===== src/verilog/mipsIsaPkg.sv =====
package mipsIsaPkg;

    //////////////////////////////////////////////////////////////////////
    // Instruction word
    //////////////////////////////////////////////////////////////////////

    // One 32-bit word with two field layouts
    typedef union packed {
        // Coprocessor 0 moves and eret
        struct packed {
            logic [5:0] op;
            logic [4:0] copOp;
            logic [4:0] rt;
            logic [4:0] rd;
            logic [7:0] zero;
            logic [2:0] sel;
        } cop0;
        // Special opcode group, syscall lives here
        struct packed {
            logic [5:0]  op;
            logic [19:0] code;
            logic [5:0]  funct;
        } special;
    } instrWord;

    //////////////////////////////////////////////////////////////////////
    // Opcode fields
    //////////////////////////////////////////////////////////////////////

    // Major opcodes
    localparam logic [5:0] opCop0    = 6'b010000;
    localparam logic [5:0] opSpecial = 6'b000000;

    // Coprocessor sub-ops in the rs slot
    localparam logic [4:0] copMf = 5'b00000;
    localparam logic [4:0] copMt = 5'b00100;
    // CO bit set, function in the low bits
    localparam logic [4:0] copCo = 5'b10000;

    // Function codes
    localparam logic [5:0] functEret    = 6'b011000;
    localparam logic [5:0] functSyscall = 6'b001100;

    //////////////////////////////////////////////////////////////////////
    // Decoded class
    //////////////////////////////////////////////////////////////////////

    typedef enum logic [2:0] {
        classMfc0,
        classMtc0,
        classEret,
        classSyscall,
        // Anything not recognised above
        classReserved
    } instrClass;

endpackage


===== src/verilog/cp0Pkg.sv =====
package cp0Pkg;

    //////////////////////////////////////////////////////////////////////
    // Register map
    //////////////////////////////////////////////////////////////////////

    localparam logic [4:0] regStatus = 5'd12;
    localparam logic [4:0] regCause  = 5'd13;
    localparam logic [4:0] regEpc    = 5'd14;

    // Status bits
    localparam int statusIe   = 0;
    localparam int statusExl  = 1;
    // Interrupt mask field
    localparam int statusImHi = 15;
    localparam int statusImLo = 10;

    // Cause bits
    localparam int causeBd    = 31;
    // Pending interrupts, mirror of hwInt
    localparam int causeIpHi  = 15;
    localparam int causeIpLo  = 10;
    localparam int causeExcHi = 6;
    localparam int causeExcLo = 2;

    //////////////////////////////////////////////////////////////////////
    // Exception codes and result kinds
    //////////////////////////////////////////////////////////////////////

    localparam logic [4:0] excInt = 5'd0;
    localparam logic [4:0] excSys = 5'd8;
    localparam logic [4:0] excRi  = 5'd10;

    // What the core does with a finished instruction
    typedef enum logic [1:0] {
        kindDone,
        kindWrite,
        kindRedirect
    } resultKind;

endpackage


===== src/verilog/cp0Decode.sv =====
`timescale 1ns/1ps

module cp0Decode (
    input  logic                  clk,
    input  logic                  reset,
    input  logic                  inValid,
    output logic                  inReady,
    input  mipsIsaPkg::instrWord  inInstr,
    input  logic [31:0]           inPc,
    input  logic                  inDelaySlot,
    input  logic [31:0]           inRtValue,
    output logic                  decValid,
    input  logic                  decReady,
    output mipsIsaPkg::instrClass decClass,
    output logic [4:0]            decRd,
    output logic [4:0]            decRt,
    output logic [31:0]           decPc,
    output logic                  decDelaySlot,
    output logic [31:0]           decRtValue
);
    import mipsIsaPkg::*;

    logic [5:0] opcode;
    logic       cop0Clean;
    logic       eretMatch;
    logic       load;
    instrClass  nextClass;

    //////////////////////////////////////////////////////////////////////
    // Classification
    //////////////////////////////////////////////////////////////////////

    // Opcode sits at the same bits in both views
    assign opcode = inInstr.cop0.op;

    // Moves need the unused field and sel both zero
    assign cop0Clean = (inInstr.cop0.zero == 8'd0) && (inInstr.cop0.sel == 3'd0);

    // eret has rt, rd and the upper low bits clear
    assign eretMatch = ({inInstr.cop0.rt, inInstr.cop0.rd, inInstr.cop0.zero,
                         inInstr.cop0.sel} == {15'd0, functEret});

    always_comb begin
        nextClass = classReserved;
        case (opcode)
            opCop0: begin
                if (inInstr.cop0.copOp == copMf && cop0Clean) begin
                    nextClass = classMfc0;
                end else if (inInstr.cop0.copOp == copMt && cop0Clean) begin
                    nextClass = classMtc0;
                end else if (inInstr.cop0.copOp == copCo && eretMatch) begin
                    nextClass = classEret;
                end
            end
            opSpecial: begin
                // Code field is ignored
                if (inInstr.special.funct == functSyscall) begin
                    nextClass = classSyscall;
                end
            end
            default: nextClass = classReserved;
        endcase
    end

    //////////////////////////////////////////////////////////////////////
    // Stage slot
    //////////////////////////////////////////////////////////////////////

    // Take a new item when empty or when execute is taking ours
    assign inReady = !decValid || decReady;
    assign load    = inValid && inReady;

    always_ff @(posedge clk) begin
        if (reset) begin
            decValid <= 1'b0;
        end else if (inReady) begin
            decValid <= inValid;
        end
    end

    // Payload only
    always_ff @(posedge clk) begin
        if (load) begin
            decClass     <= nextClass;
            decRd        <= inInstr.cop0.rd;
            decRt        <= inInstr.cop0.rt;
            decPc        <= inPc;
            decDelaySlot <= inDelaySlot;
            decRtValue   <= inRtValue;
        end
    end

endmodule


===== src/verilog/cp0Execute.sv =====
`timescale 1ns/1ps

module cp0Execute #(
    parameter logic [31:0] handlerAddr = 32'h00004180
) (
    input  logic                  clk,
    input  logic                  reset,
    input  logic [5:0]            hwInt,
    input  logic                  decValid,
    output logic                  decReady,
    input  mipsIsaPkg::instrClass decClass,
    input  logic [4:0]            decRd,
    input  logic [4:0]            decRt,
    input  logic [31:0]           decPc,
    input  logic                  decDelaySlot,
    input  logic [31:0]           decRtValue,
    output logic                  exeValid,
    input  logic                  exeReady,
    output cp0Pkg::resultKind     exeKind,
    output logic [4:0]            exeReg,
    output logic [31:0]           exeData
);
    import mipsIsaPkg::*;
    import cp0Pkg::*;

    // Coprocessor registers
    logic [31:0] status;
    logic [31:0] cause;
    logic [31:0] epc;

    logic        accept;
    logic        exl;
    logic        ie;
    logic        excTrap;
    logic        intTrap;
    logic        take;
    logic [4:0]  excCode;
    logic [31:0] readValue;
    resultKind   nextKind;
    logic [4:0]  nextReg;
    logic [31:0] nextData;

    //////////////////////////////////////////////////////////////////////
    // Trap detection
    //////////////////////////////////////////////////////////////////////

    assign exl = status[statusExl];
    assign ie  = status[statusIe];

    // Synchronous exceptions, blocked while EXL is set
    assign excTrap = !exl && (decClass == classSyscall || decClass == classReserved);

    // Interrupt only when no exception claims this item
    assign intTrap = !exl && ie && !excTrap &&
                     (|(hwInt & status[statusImHi:statusImLo]));

    assign take = excTrap || intTrap;

    always_comb begin
        if (excTrap) begin
            excCode = (decClass == classSyscall) ? excSys : excRi;
        end else begin
            excCode = excInt;
        end
    end

    // mfc0 source, unmapped numbers read zero
    always_comb begin
        case (decRd)
            regStatus: readValue = status;
            regCause:  readValue = cause;
            regEpc:    readValue = epc;
            default:   readValue = 32'd0;
        endcase
    end

    //////////////////////////////////////////////////////////////////////
    // Result forming
    //////////////////////////////////////////////////////////////////////

    always_comb begin
        nextKind = kindDone;
        nextReg  = 5'd0;
        nextData = 32'd0;
        if (take) begin
            // Trap wins over whatever the instruction was
            nextKind = kindRedirect;
            nextData = handlerAddr;
        end else begin
            case (decClass)
                classMfc0: begin
                    nextKind = kindWrite;
                    nextReg  = decRt;
                    nextData = readValue;
                end
                classEret: begin
                    nextKind = kindRedirect;
                    nextData = epc;
                end
                // mtc0 and blocked traps just complete
                default: nextKind = kindDone;
            endcase
        end
    end

    //////////////////////////////////////////////////////////////////////
    // Register update
    //////////////////////////////////////////////////////////////////////

    assign decReady = !exeValid || exeReady;
    assign accept   = decValid && decReady;

    always_ff @(posedge clk) begin
        if (reset) begin
            status <= 32'd0;
            cause  <= 32'd0;
            epc    <= 32'd0;
        end else begin
            if (accept) begin
                if (take) begin
                    // Restart point is the branch when in a delay slot
                    epc                          <= decDelaySlot ? decPc - 32'd4 : decPc;
                    cause[causeBd]               <= decDelaySlot;
                    cause[causeExcHi:causeExcLo] <= excCode;
                    status[statusExl]            <= 1'b1;
                end else if (decClass == classMtc0) begin
                    case (decRd)
                        regStatus: status <= decRtValue;
                        regCause:  cause  <= decRtValue;
                        regEpc:    epc    <= decRtValue;
                        default:   ;
                    endcase
                end else if (decClass == classEret) begin
                    status[statusExl] <= 1'b0;
                end
            end
            // Pending bits track the lines, overriding any mtc0 write
            cause[causeIpHi:causeIpLo] <= hwInt;
        end
    end

    // Output slot
    always_ff @(posedge clk) begin
        if (reset) begin
            exeValid <= 1'b0;
        end else if (decReady) begin
            exeValid <= decValid;
        end
    end

    always_ff @(posedge clk) begin
        if (accept) begin
            exeKind <= nextKind;
            exeReg  <= nextReg;
            exeData <= nextData;
        end
    end

endmodule


===== src/verilog/cp0Result.sv =====
`timescale 1ns/1ps

module cp0Result #(
    parameter int queueDepth = 2
) (
    input  logic              clk,
    input  logic              reset,
    input  logic              exeValid,
    output logic              exeReady,
    input  cp0Pkg::resultKind exeKind,
    input  logic [4:0]        exeReg,
    input  logic [31:0]       exeData,
    output logic              outValid,
    input  logic              outReady,
    output cp0Pkg::resultKind outKind,
    output logic [4:0]        outReg,
    output logic [31:0]       outData
);
    import cp0Pkg::*;

    localparam int ptrW = $clog2(queueDepth);
    localparam int cntW = $clog2(queueDepth + 1);
    localparam logic [ptrW-1:0] lastIdx   = ptrW'(queueDepth - 1);
    localparam logic [cntW-1:0] fullCount = cntW'(queueDepth);

    // Storage
    resultKind   kindMem [0:queueDepth-1];
    logic [4:0]  regMem  [0:queueDepth-1];
    logic [31:0] dataMem [0:queueDepth-1];

    logic [ptrW-1:0] wrPtr;
    logic [ptrW-1:0] rdPtr;
    logic [cntW-1:0] count;
    logic            fresh;
    logic            push;
    logic            pop;

    //////////////////////////////////////////////////////////////////////
    // Handshakes
    //////////////////////////////////////////////////////////////////////

    assign exeReady = (count != fullCount);
    assign push     = exeValid && exeReady;
    assign pop      = outValid && outReady;

    // Newest entry stays hidden for the cycle after its write
    assign outValid = (count > {{(cntW - 1){1'b0}}, fresh});

    // Head of the queue
    assign outKind = kindMem[rdPtr];
    assign outReg  = regMem[rdPtr];
    assign outData = dataMem[rdPtr];

    //////////////////////////////////////////////////////////////////////
    // Pointers and count
    //////////////////////////////////////////////////////////////////////

    always_ff @(posedge clk) begin
        if (reset) begin
            wrPtr <= '0;
            rdPtr <= '0;
            count <= '0;
            fresh <= 1'b0;
        end else begin
            fresh <= push;
            if (push) begin
                wrPtr <= (wrPtr == lastIdx) ? '0 : wrPtr + 1'b1;
            end
            if (pop) begin
                rdPtr <= (rdPtr == lastIdx) ? '0 : rdPtr + 1'b1;
            end
            case ({push, pop})
                2'b10:   count <= count + 1'b1;
                2'b01:   count <= count - 1'b1;
                default: count <= count;
            endcase
        end
    end

    always_ff @(posedge clk) begin
        if (push) begin
            kindMem[wrPtr] <= exeKind;
            regMem[wrPtr]  <= exeReg;
            dataMem[wrPtr] <= exeData;
        end
    end

endmodule


===== src/verilog/cp0Subsystem.sv =====
`timescale 1ns/1ps

module cp0Subsystem #(
    parameter logic [31:0] handlerAddr = 32'h00004180,
    parameter int          queueDepth  = 2
) (
    input  logic                 clk,
    input  logic                 reset,
    input  logic [5:0]           hwInt,
    input  logic                 inValid,
    output logic                 inReady,
    input  mipsIsaPkg::instrWord inInstr,
    input  logic [31:0]          inPc,
    input  logic                 inDelaySlot,
    input  logic [31:0]          inRtValue,
    output logic                 outValid,
    input  logic                 outReady,
    output cp0Pkg::resultKind    outKind,
    output logic [4:0]           outReg,
    output logic [31:0]          outData
);
    import mipsIsaPkg::*;
    import cp0Pkg::*;

    // Decode to execute
    logic        decValid;
    logic        decReady;
    instrClass   decClass;
    logic [4:0]  decRd;
    logic [4:0]  decRt;
    logic [31:0] decPc;
    logic        decDelaySlot;
    logic [31:0] decRtValue;

    // Execute to result queue
    logic        exeValid;
    logic        exeReady;
    resultKind   exeKind;
    logic [4:0]  exeReg;
    logic [31:0] exeData;

    //////////////////////////////////////////////////////////////////////
    // Stages
    //////////////////////////////////////////////////////////////////////

    cp0Decode decodeStage (
        .clk          (clk),
        .reset        (reset),
        .inValid      (inValid),
        .inReady      (inReady),
        .inInstr      (inInstr),
        .inPc         (inPc),
        .inDelaySlot  (inDelaySlot),
        .inRtValue    (inRtValue),
        .decValid     (decValid),
        .decReady     (decReady),
        .decClass     (decClass),
        .decRd        (decRd),
        .decRt        (decRt),
        .decPc        (decPc),
        .decDelaySlot (decDelaySlot),
        .decRtValue   (decRtValue)
    );

    // Holds Status, Cause and EPC
    cp0Execute #(
        .handlerAddr (handlerAddr)
    ) executeStage (
        .clk          (clk),
        .reset        (reset),
        .hwInt        (hwInt),
        .decValid     (decValid),
        .decReady     (decReady),
        .decClass     (decClass),
        .decRd        (decRd),
        .decRt        (decRt),
        .decPc        (decPc),
        .decDelaySlot (decDelaySlot),
        .decRtValue   (decRtValue),
        .exeValid     (exeValid),
        .exeReady     (exeReady),
        .exeKind      (exeKind),
        .exeReg       (exeReg),
        .exeData      (exeData)
    );

    // Absorbs stalls on the output side
    cp0Result #(
        .queueDepth (queueDepth)
    ) resultQueue (
        .clk      (clk),
        .reset    (reset),
        .exeValid (exeValid),
        .exeReady (exeReady),
        .exeKind  (exeKind),
        .exeReg   (exeReg),
        .exeData  (exeData),
        .outValid (outValid),
        .outReady (outReady),
        .outKind  (outKind),
        .outReg   (outReg),
        .outData  (outData)
    );

endmodule


===== config.mk =====
export PLATFORM = sky130hd
export DESIGN_NAME = cp0Subsystem
export DESIGN_NICKNAME = d
export VERILOG_FILES = /design/src/verilog/mipsIsaPkg.sv /design/src/verilog/cp0Pkg.sv /design/src/verilog/cp0Decode.sv /design/src/verilog/cp0Execute.sv /design/src/verilog/cp0Result.sv /design/src/verilog/cp0Subsystem.sv
export SDC_FILE = /design/constraint.sdc
export NUM_CORES = 1
export LEC_CHECK = 0
export BUFFER_PORTS_ARGS = -buffer_cell sky130_fd_sc_hd__buf_4
export CORE_MARGIN = 2
export CORE_UTILIZATION = 50
export CTS_BUF_LIST = sky130_fd_sc_hd__clkbuf_8
export DETAILED_ROUTE_END_ITERATION = 12
export GPL_TIMING_DRIVEN = 0
export PLACE_DENSITY = 0.7
export SLEW_MARGIN = 10
export SYNTH_ARGS = -nofsm -noshare
export SYNTH_HDL_FRONTEND = slang
export SYNTH_HIERARCHICAL = 1
export SYNTH_SLANG_ARGS = --single-unit

===== constraint.sdc =====
create_clock -name clk -period 4.7 [get_ports clk]
set_input_delay 0.47 -clock clk [delete_from_list [all_inputs] [get_ports clk]]
set_output_delay 0.47 -clock clk [all_outputs]
set_load 0.03 [all_outputs]

**Yosys cells after proc, flatten, opt, wreduce, memory -nomap -nowiden**

Memory sizes are Yosys's and may differ from the RTL's. A register that Yosys moved wholly into a read port is not among the register bits.
Index checks and enable logic that the tools add are counted.

- Register bits after elaboration: 220
- RAM bits: 78
- Input bits: 107
- Output and inout port bits: 41
- Logic and storage cells: 119
- Memories: 3

- $add $sub $neg: 5
- Magnitude comparators: 1
- Equality and inequality tests: 16
- Multiplexer cells: 33
- Bitwise operators: 3
- Reduce and logical (&&, ||, !) cells: 37

Memories:

| name | depth | width | read ports | clocked after memory_dff | wr ports | RTL line | RTL |
|---|---|---|---|---|---|---|---|
| resultQueue.dataMem | 2 | 32 | 1 | 1 | 1 | cp0Result.sv:29 | `logic [31:0] dataMem [0:queueDepth-1];` |
| resultQueue.regMem | 2 | 5 | 1 | 1 | 1 | cp0Result.sv:28 | `logic [4:0] regMem [0:queueDepth-1];` |
| resultQueue.kindMem | 2 | 2 | 1 | 1 | 1 | cp0Result.sv:27 | `resultKind kindMem [0:queueDepth-1];` |

Operators with widths:

| kind | number |
|---|---|
| 2-to-1 mux 32 bit | 6 |
| one-hot mux 32 bit (3 select lines) | 1 |
| one-hot mux 32 bit (2 select lines) | 1 |
| subtractor 32 x 3 -> 32 bit (second input constant) | 1 |
| == test 21 x 5 -> 1 bit (second input constant) | 1 |
| == test 5 x 4 -> 1 bit (second input constant) | 3 |
| 2-to-1 mux 1 bit | 14 |
| logical AND 1 bit | 12 |
| 2-to-1 mux 3 bit | 4 |
| 2-to-1 mux 5 bit | 2 |
| AND reduction 3 bit | 3 |
| logical NOT 8 bit | 1 |
| one-hot mux 2 bit (2 select lines) | 2 |
| AND reduction 4 bit | 2 |
| nonzero test 2 bit | 4 |
| bitwise AND 6 bit | 1 |
| == test 3 x 2 -> 1 bit (second input constant) | 2 |
| == test 6 x 4 -> 1 bit (second input constant) | 1 |
| == test 6 x 5 -> 1 bit (second input constant) | 1 |
| logical NOT 3 bit | 2 |
| logical NOT 6 bit | 1 |
| one-hot mux 3 bit (2 select lines) | 1 |
| OR reduction 6 bit | 1 |
| == test 5 x 3 -> 1 bit (second input constant) | 1 |
| other kinds (18) | 27 |

**Longest topological paths before layout**

- Depth in word-level cells: 9
- Mapped depth: 9
- Mapped depth without buffers: 8

**Modules after synthesis**

Netlist, hierarchy kept.

Modules (own cells, without submodules):

| module | instances | cells an instance | area an instance (um^2) | sequential area each (um^2) |
|---|---|---|---|---|
| cp0Execute | 1 | 707 | 6418.7 | 3113.0 |
| cp0Result | 1 | 151 | 3075.4 | 2462.4 |
| cp0Decode | 1 | 108 | 2549.9 | 2362.3 |

**Worst setup path before layout**

Ideal clock, no wire load.

- Path kind: reg2reg
- Start point: register resultQueue.count[0]
- End point: register decodeStage.decClass[0], enable pin
- Library setup time: 0.445 ns
- Arrival: 2.899 ns
- Data required time: 4.255 ns
- Path slack: 1.357 ns
- Cell stages (with the launch flop): 5
- Buffers on the path: 0
- Period minus slack after synthesis: 3.343 ns
- Cells stage by stage: dfxtp_1 > nand2b_1 > nand2b_1 > nand2b_1 > and2_1

- Longest elaborated chain between the ends: 4

Ends and longest elaborated chain:

| element | RTL line | RTL |
|---|---|---|
| start: declaration | cp0Result.sv:33 | `logic [cntW-1:0] count;` |
| start signal: assignment | cp0Result.sv:73 | `2'b10: count <= count + 1'b1;` |
| start signal: assignment | cp0Result.sv:74 | `2'b01: count <= count - 1'b1;` |
| start signal: assignment | cp0Result.sv:75 | `default: count <= count;` |
| != test 2 bit | cp0Result.sv:42 | `assign exeReady = (count != fullCount);` |
| named net exeReady | cp0Subsystem.sv:37 | `logic exeReady;` |
| logical OR 1 bit | cp0Execute.sv:110 | `assign decReady = !exeValid \|\| exeReady;` |
| named net decReady | cp0Subsystem.sv:27 | `logic decReady;` |
| logical OR 1 bit | cp0Decode.sv:70 | `assign inReady = !decValid \|\| decReady;` |
| named net inReady | cp0Subsystem.sv:11 | `output logic inReady,` |
| logical AND 1 bit | cp0Decode.sv:71 | `assign load = inValid && inReady;` |
| named net decodeStage.load | cp0Decode.sv:26 | `logic load;` |
| end signal: assignment | cp0Decode.sv:84 | `decClass <= nextClass;` |
| end: declaration | cp0Decode.sv:14 | `output mipsIsaPkg::instrClass decClass,` |

The timed path passes the listed nets, and every way through them passes these cells.
A chain may end at the register's enable or synchronous reset.

**Worst setup path in the final report**

- Start point: register decodeStage.decRd[0]
- End point: register executeStage.epc[5]

- Longest elaborated chain between the ends: 3

Ends and longest elaborated chain:

| element | RTL line | RTL |
|---|---|---|
| start: declaration | cp0Decode.sv:15 | `output logic [4:0] decRd,` |
| start signal: assignment | cp0Decode.sv:85 | `decRd <= inInstr.cop0.rd;` |
| == test 5 x 4 -> 1 bit | cp0Execute.sv:127 | `case (decRd)` |
| nonzero test 2 bit (no line) | n/a |  |
| AND reduction 3 bit (no line) | n/a |  |
| end signal: assignment | cp0Execute.sv:122 | `epc <= decDelaySlot ? decPc - 32'd4 : decPc;` |
| end signal: assignment | cp0Execute.sv:130 | `regEpc: epc <= decRtValue;` |
| end: declaration | cp0Execute.sv:29 | `logic [31:0] epc;` |

No other way between the ends.

==> impl_metrics.ini <==
[placed_design]
dp_hpwl_um = 20500
gp_congestion = 0.913
io_buffers = 147

[power_and_ir_drop]
finalPower_mw = 5.67
power_density_nw_per_um2 = 389
ir_drop_mv = 0.252
leakage_nw = 5.06

[finish]
areaGrowthSynthToFinish_pct = 20.9
num_antenna_cells = 0
multi_input_area_um2 = 3840
seq_area_um2 = 7940
final_common_cell = edfxtp_1
nNetsFinal = 1277
layout_common_cells = edfxtp_1, buf_4, nand2_1
nFillCells = 1944
drive_gt1_share_pct = 23.8

[timing]
hold_violations = 0
rsz0062_at_grt = false
finalClockSkew_ns = 0.0203
worstMarginPinSlew_ns = 1.13
setup_violations = 0
layout_min_cycle_time_ns = 3.22
fmax_mhz = 310
relSlewSlack_pct = 24.3
slew_viol_final = 0
final.setup.tns_ns = 0
period_share_pct = 68.6

[logic_synthesis]
synth_area_um2 = 12000
synth_ff_type = edfxtp_1
yosysWarningCount = 6
netlist_instances = 966
synthArstFlopShare_pct = 0
ys_types = 55
synth_seq_area_share_pct = 65.9
syn_avg_cell_area_um2 = 12.5
ys_seq_elements = 299
syn-num-nets = 1076
synth-edff-count = 195

[cts]
numCtsBuffers = 48
post_cts_resized = 0
clockRootBuffer = clkbuf_8
postCtsHoldBufs = 0
clock-sinks = 299
htreeDepth = 2
clk_path_buf_depth = 3
post_cts_buffers = 0
path_clk_slew_ns = 0.06
cts_tree = built
insertion_delay_ns = 0.57

[global_route]
grt_pass1_wl_um = 45000
grt_pass1_vias = 8448
grt_usage_pct = 22.5
antenna_found_initial = 0
grt_overflow = 0
grt_max_degree = 53

[critical_path]
crit_path_end_kind = flop
worstPathBufferInverterCount = 1
crit_arrival_ns = 3.70
worst_path_max_delay_cell = a31oi_1
slowest_delay_ns = 0.93
cp_max_fo = 10
critical_path_class = reg2reg
start_kind = flop
cp_data_required_time_ns = 5.18
crit_chain = nor4bb_1 -> nand3_1 -> a31oi_1 -> buf_2 -> o211ai_1 -> a21oi_1
path_delay_family = compound AO/OA/AOI/OAI gates

[routing]
ant_nets = 0
drt-initial-drc-count = 638
drt_pre_antenna_iters = 7
wire_per_inst_um = 18.9
vias_per_cell = 5.62
routed_wl_um = 28800
drc = 0
via_count = 8578

[floorplanning]
die_w_um = 159
die_y_um = 159
coreArea_um2 = 23500
num_rows = 56
start_util_pct = 51.2
die_area_um2 = 25300
io_pins = 148

[flow_run]
maxCapViolations = 0

[status]
status = finished, final reports clean

[hold_path]
min_path_type = in2reg
[Yosys cell counts (all sizes together), types with 4 or more instances]
cell    count  area share, %
nor2b       8           0.42
mux2       40            3.7
nor3       22           0.91
mux2i      21            1.7
nor2       77            2.4
clkbuf     41            1.3
a211o       8           0.58
nand2     106            3.3
and2        8           0.42
xnor2      11           0.80
a21oi      53            2.2
o31a        5           0.36
buf        17           0.72
o21ai      22           0.91
nor4b       5           0.36
a31oi       4           0.21
nand3      19           0.79
edfxtp    195             49
and3        5           0.26
o31ai       5           0.31
o211ai      7           0.44
or3         8           0.42
nor4       18            1.2
inv         8           0.25
or4         9           0.62
dfxtp     104             17
a22oi      39            2.4
a32o        5           0.42
nand2b      4           0.21
nand4       7           0.36
xor2       10           0.73
nand3b      4           0.25
a311oi      4           0.29
a22o       35            2.5
o22ai       4           0.21
[area by class of cell]
class	count	share of cell area [%]
Multi-Input combinational cell	600	26.4
Clock buffer	53	5.01
Inverter	9	0.232
Tap cell	319	2.74
Sequential cell	299	54.5
Buffer	58	1.65
Clock inverter	37	1.30
Timing Repair Buffer	151	8.18
[path summary, 6_finish.rpt]
check | cells past startpoint | startpoint | end | slack, ns
setup / recovery | 6 | decodeStage/decRd[0]$_DFFE_PP_ | executeStage/epc[5]$_SDFFE_PP0P_ | 1.48
hold / removal | 1 | inPc[10] | decodeStage/decPc[10]$_DFFE_PP_ | 0.08
setup reg to reg | 6 | decodeStage/decRd[0]$_DFFE_PP_ | executeStage/epc[5]$_SDFFE_PP0P_ | 1.48
hold reg to reg | 0 | executeStage/exeData[30]$_SDFFCE_PN0P_ | resultQueue/dataMem[0][30]$_DFFE_PP_ | 0.44
[routing by layer]
layer	vias to the layer above	part of all wire (%)	track usage, %
met1	4080	43	30.4
met4	0	3.1	8.88
met2	363	47	36.1
met3	77	7.2	4.43
li1	4058	-	-
met5	-	0	0
[cell families (layout without fill, tap and decap cells)]
kind of cell    Yosys count  after routing  share of synthesized area, %
compound gates          207            207                          12.0
mux                      61             61                          5.49
buf+inv                  67            308                          2.28
xor+xnor                 21             21                          1.53
simple gates            308            308                          12.5
fa+ha+maj                 3              3                         0.312
flops                   299            299                          65.9
[registers in the layout (all words and copies together) (netlist names), 3 cells and up, named ones only]
name / count
executeStage/exeData: 32
executeStage/epc: 32
executeStage/status: 32
decodeStage/decRtValue: 32
decodeStage/decRd: 5
executeStage/exeReg: 5
decodeStage/decPc: 32
decodeStage/decClass: 3
resultQueue/dataMem: 64
decodeStage/decRt: 5
executeStage/cause: 32
resultQueue/kindMem: 4
resultQueue/regMem: 10
[stage by stage]
step           util (%)  hold slack, ns  setup slack [ns]  instance area [µm²]  std cells
2_1_floorplan         -           0.421              1.36                12000        966
3_3_place_gp       57.5           0.422             0.749                13500       1432
3_5_place_dp       57.9           0.434              1.56                13600       1436
4_1_cts            61.8          0.0568              1.64                14600       1526
5_1_grt            61.8          0.0493              1.38                14600       1526
6_report           61.8          0.0806              1.48                14600       1526
[power breakdown]
group | internal [mW] | leakage [nW] | switching, mW | total (mW)
logic | 0.271 | 1.82 | 0.360 | 0.631
clock network | 1.10 | 0.550 | 0.972 | 2.07
registers | 2.90 | 2.69 | 0.0662 | 2.97
total | 4.27 | 5.06 | 1.40 | 5.67
Power figures use the tool's default switching activity.
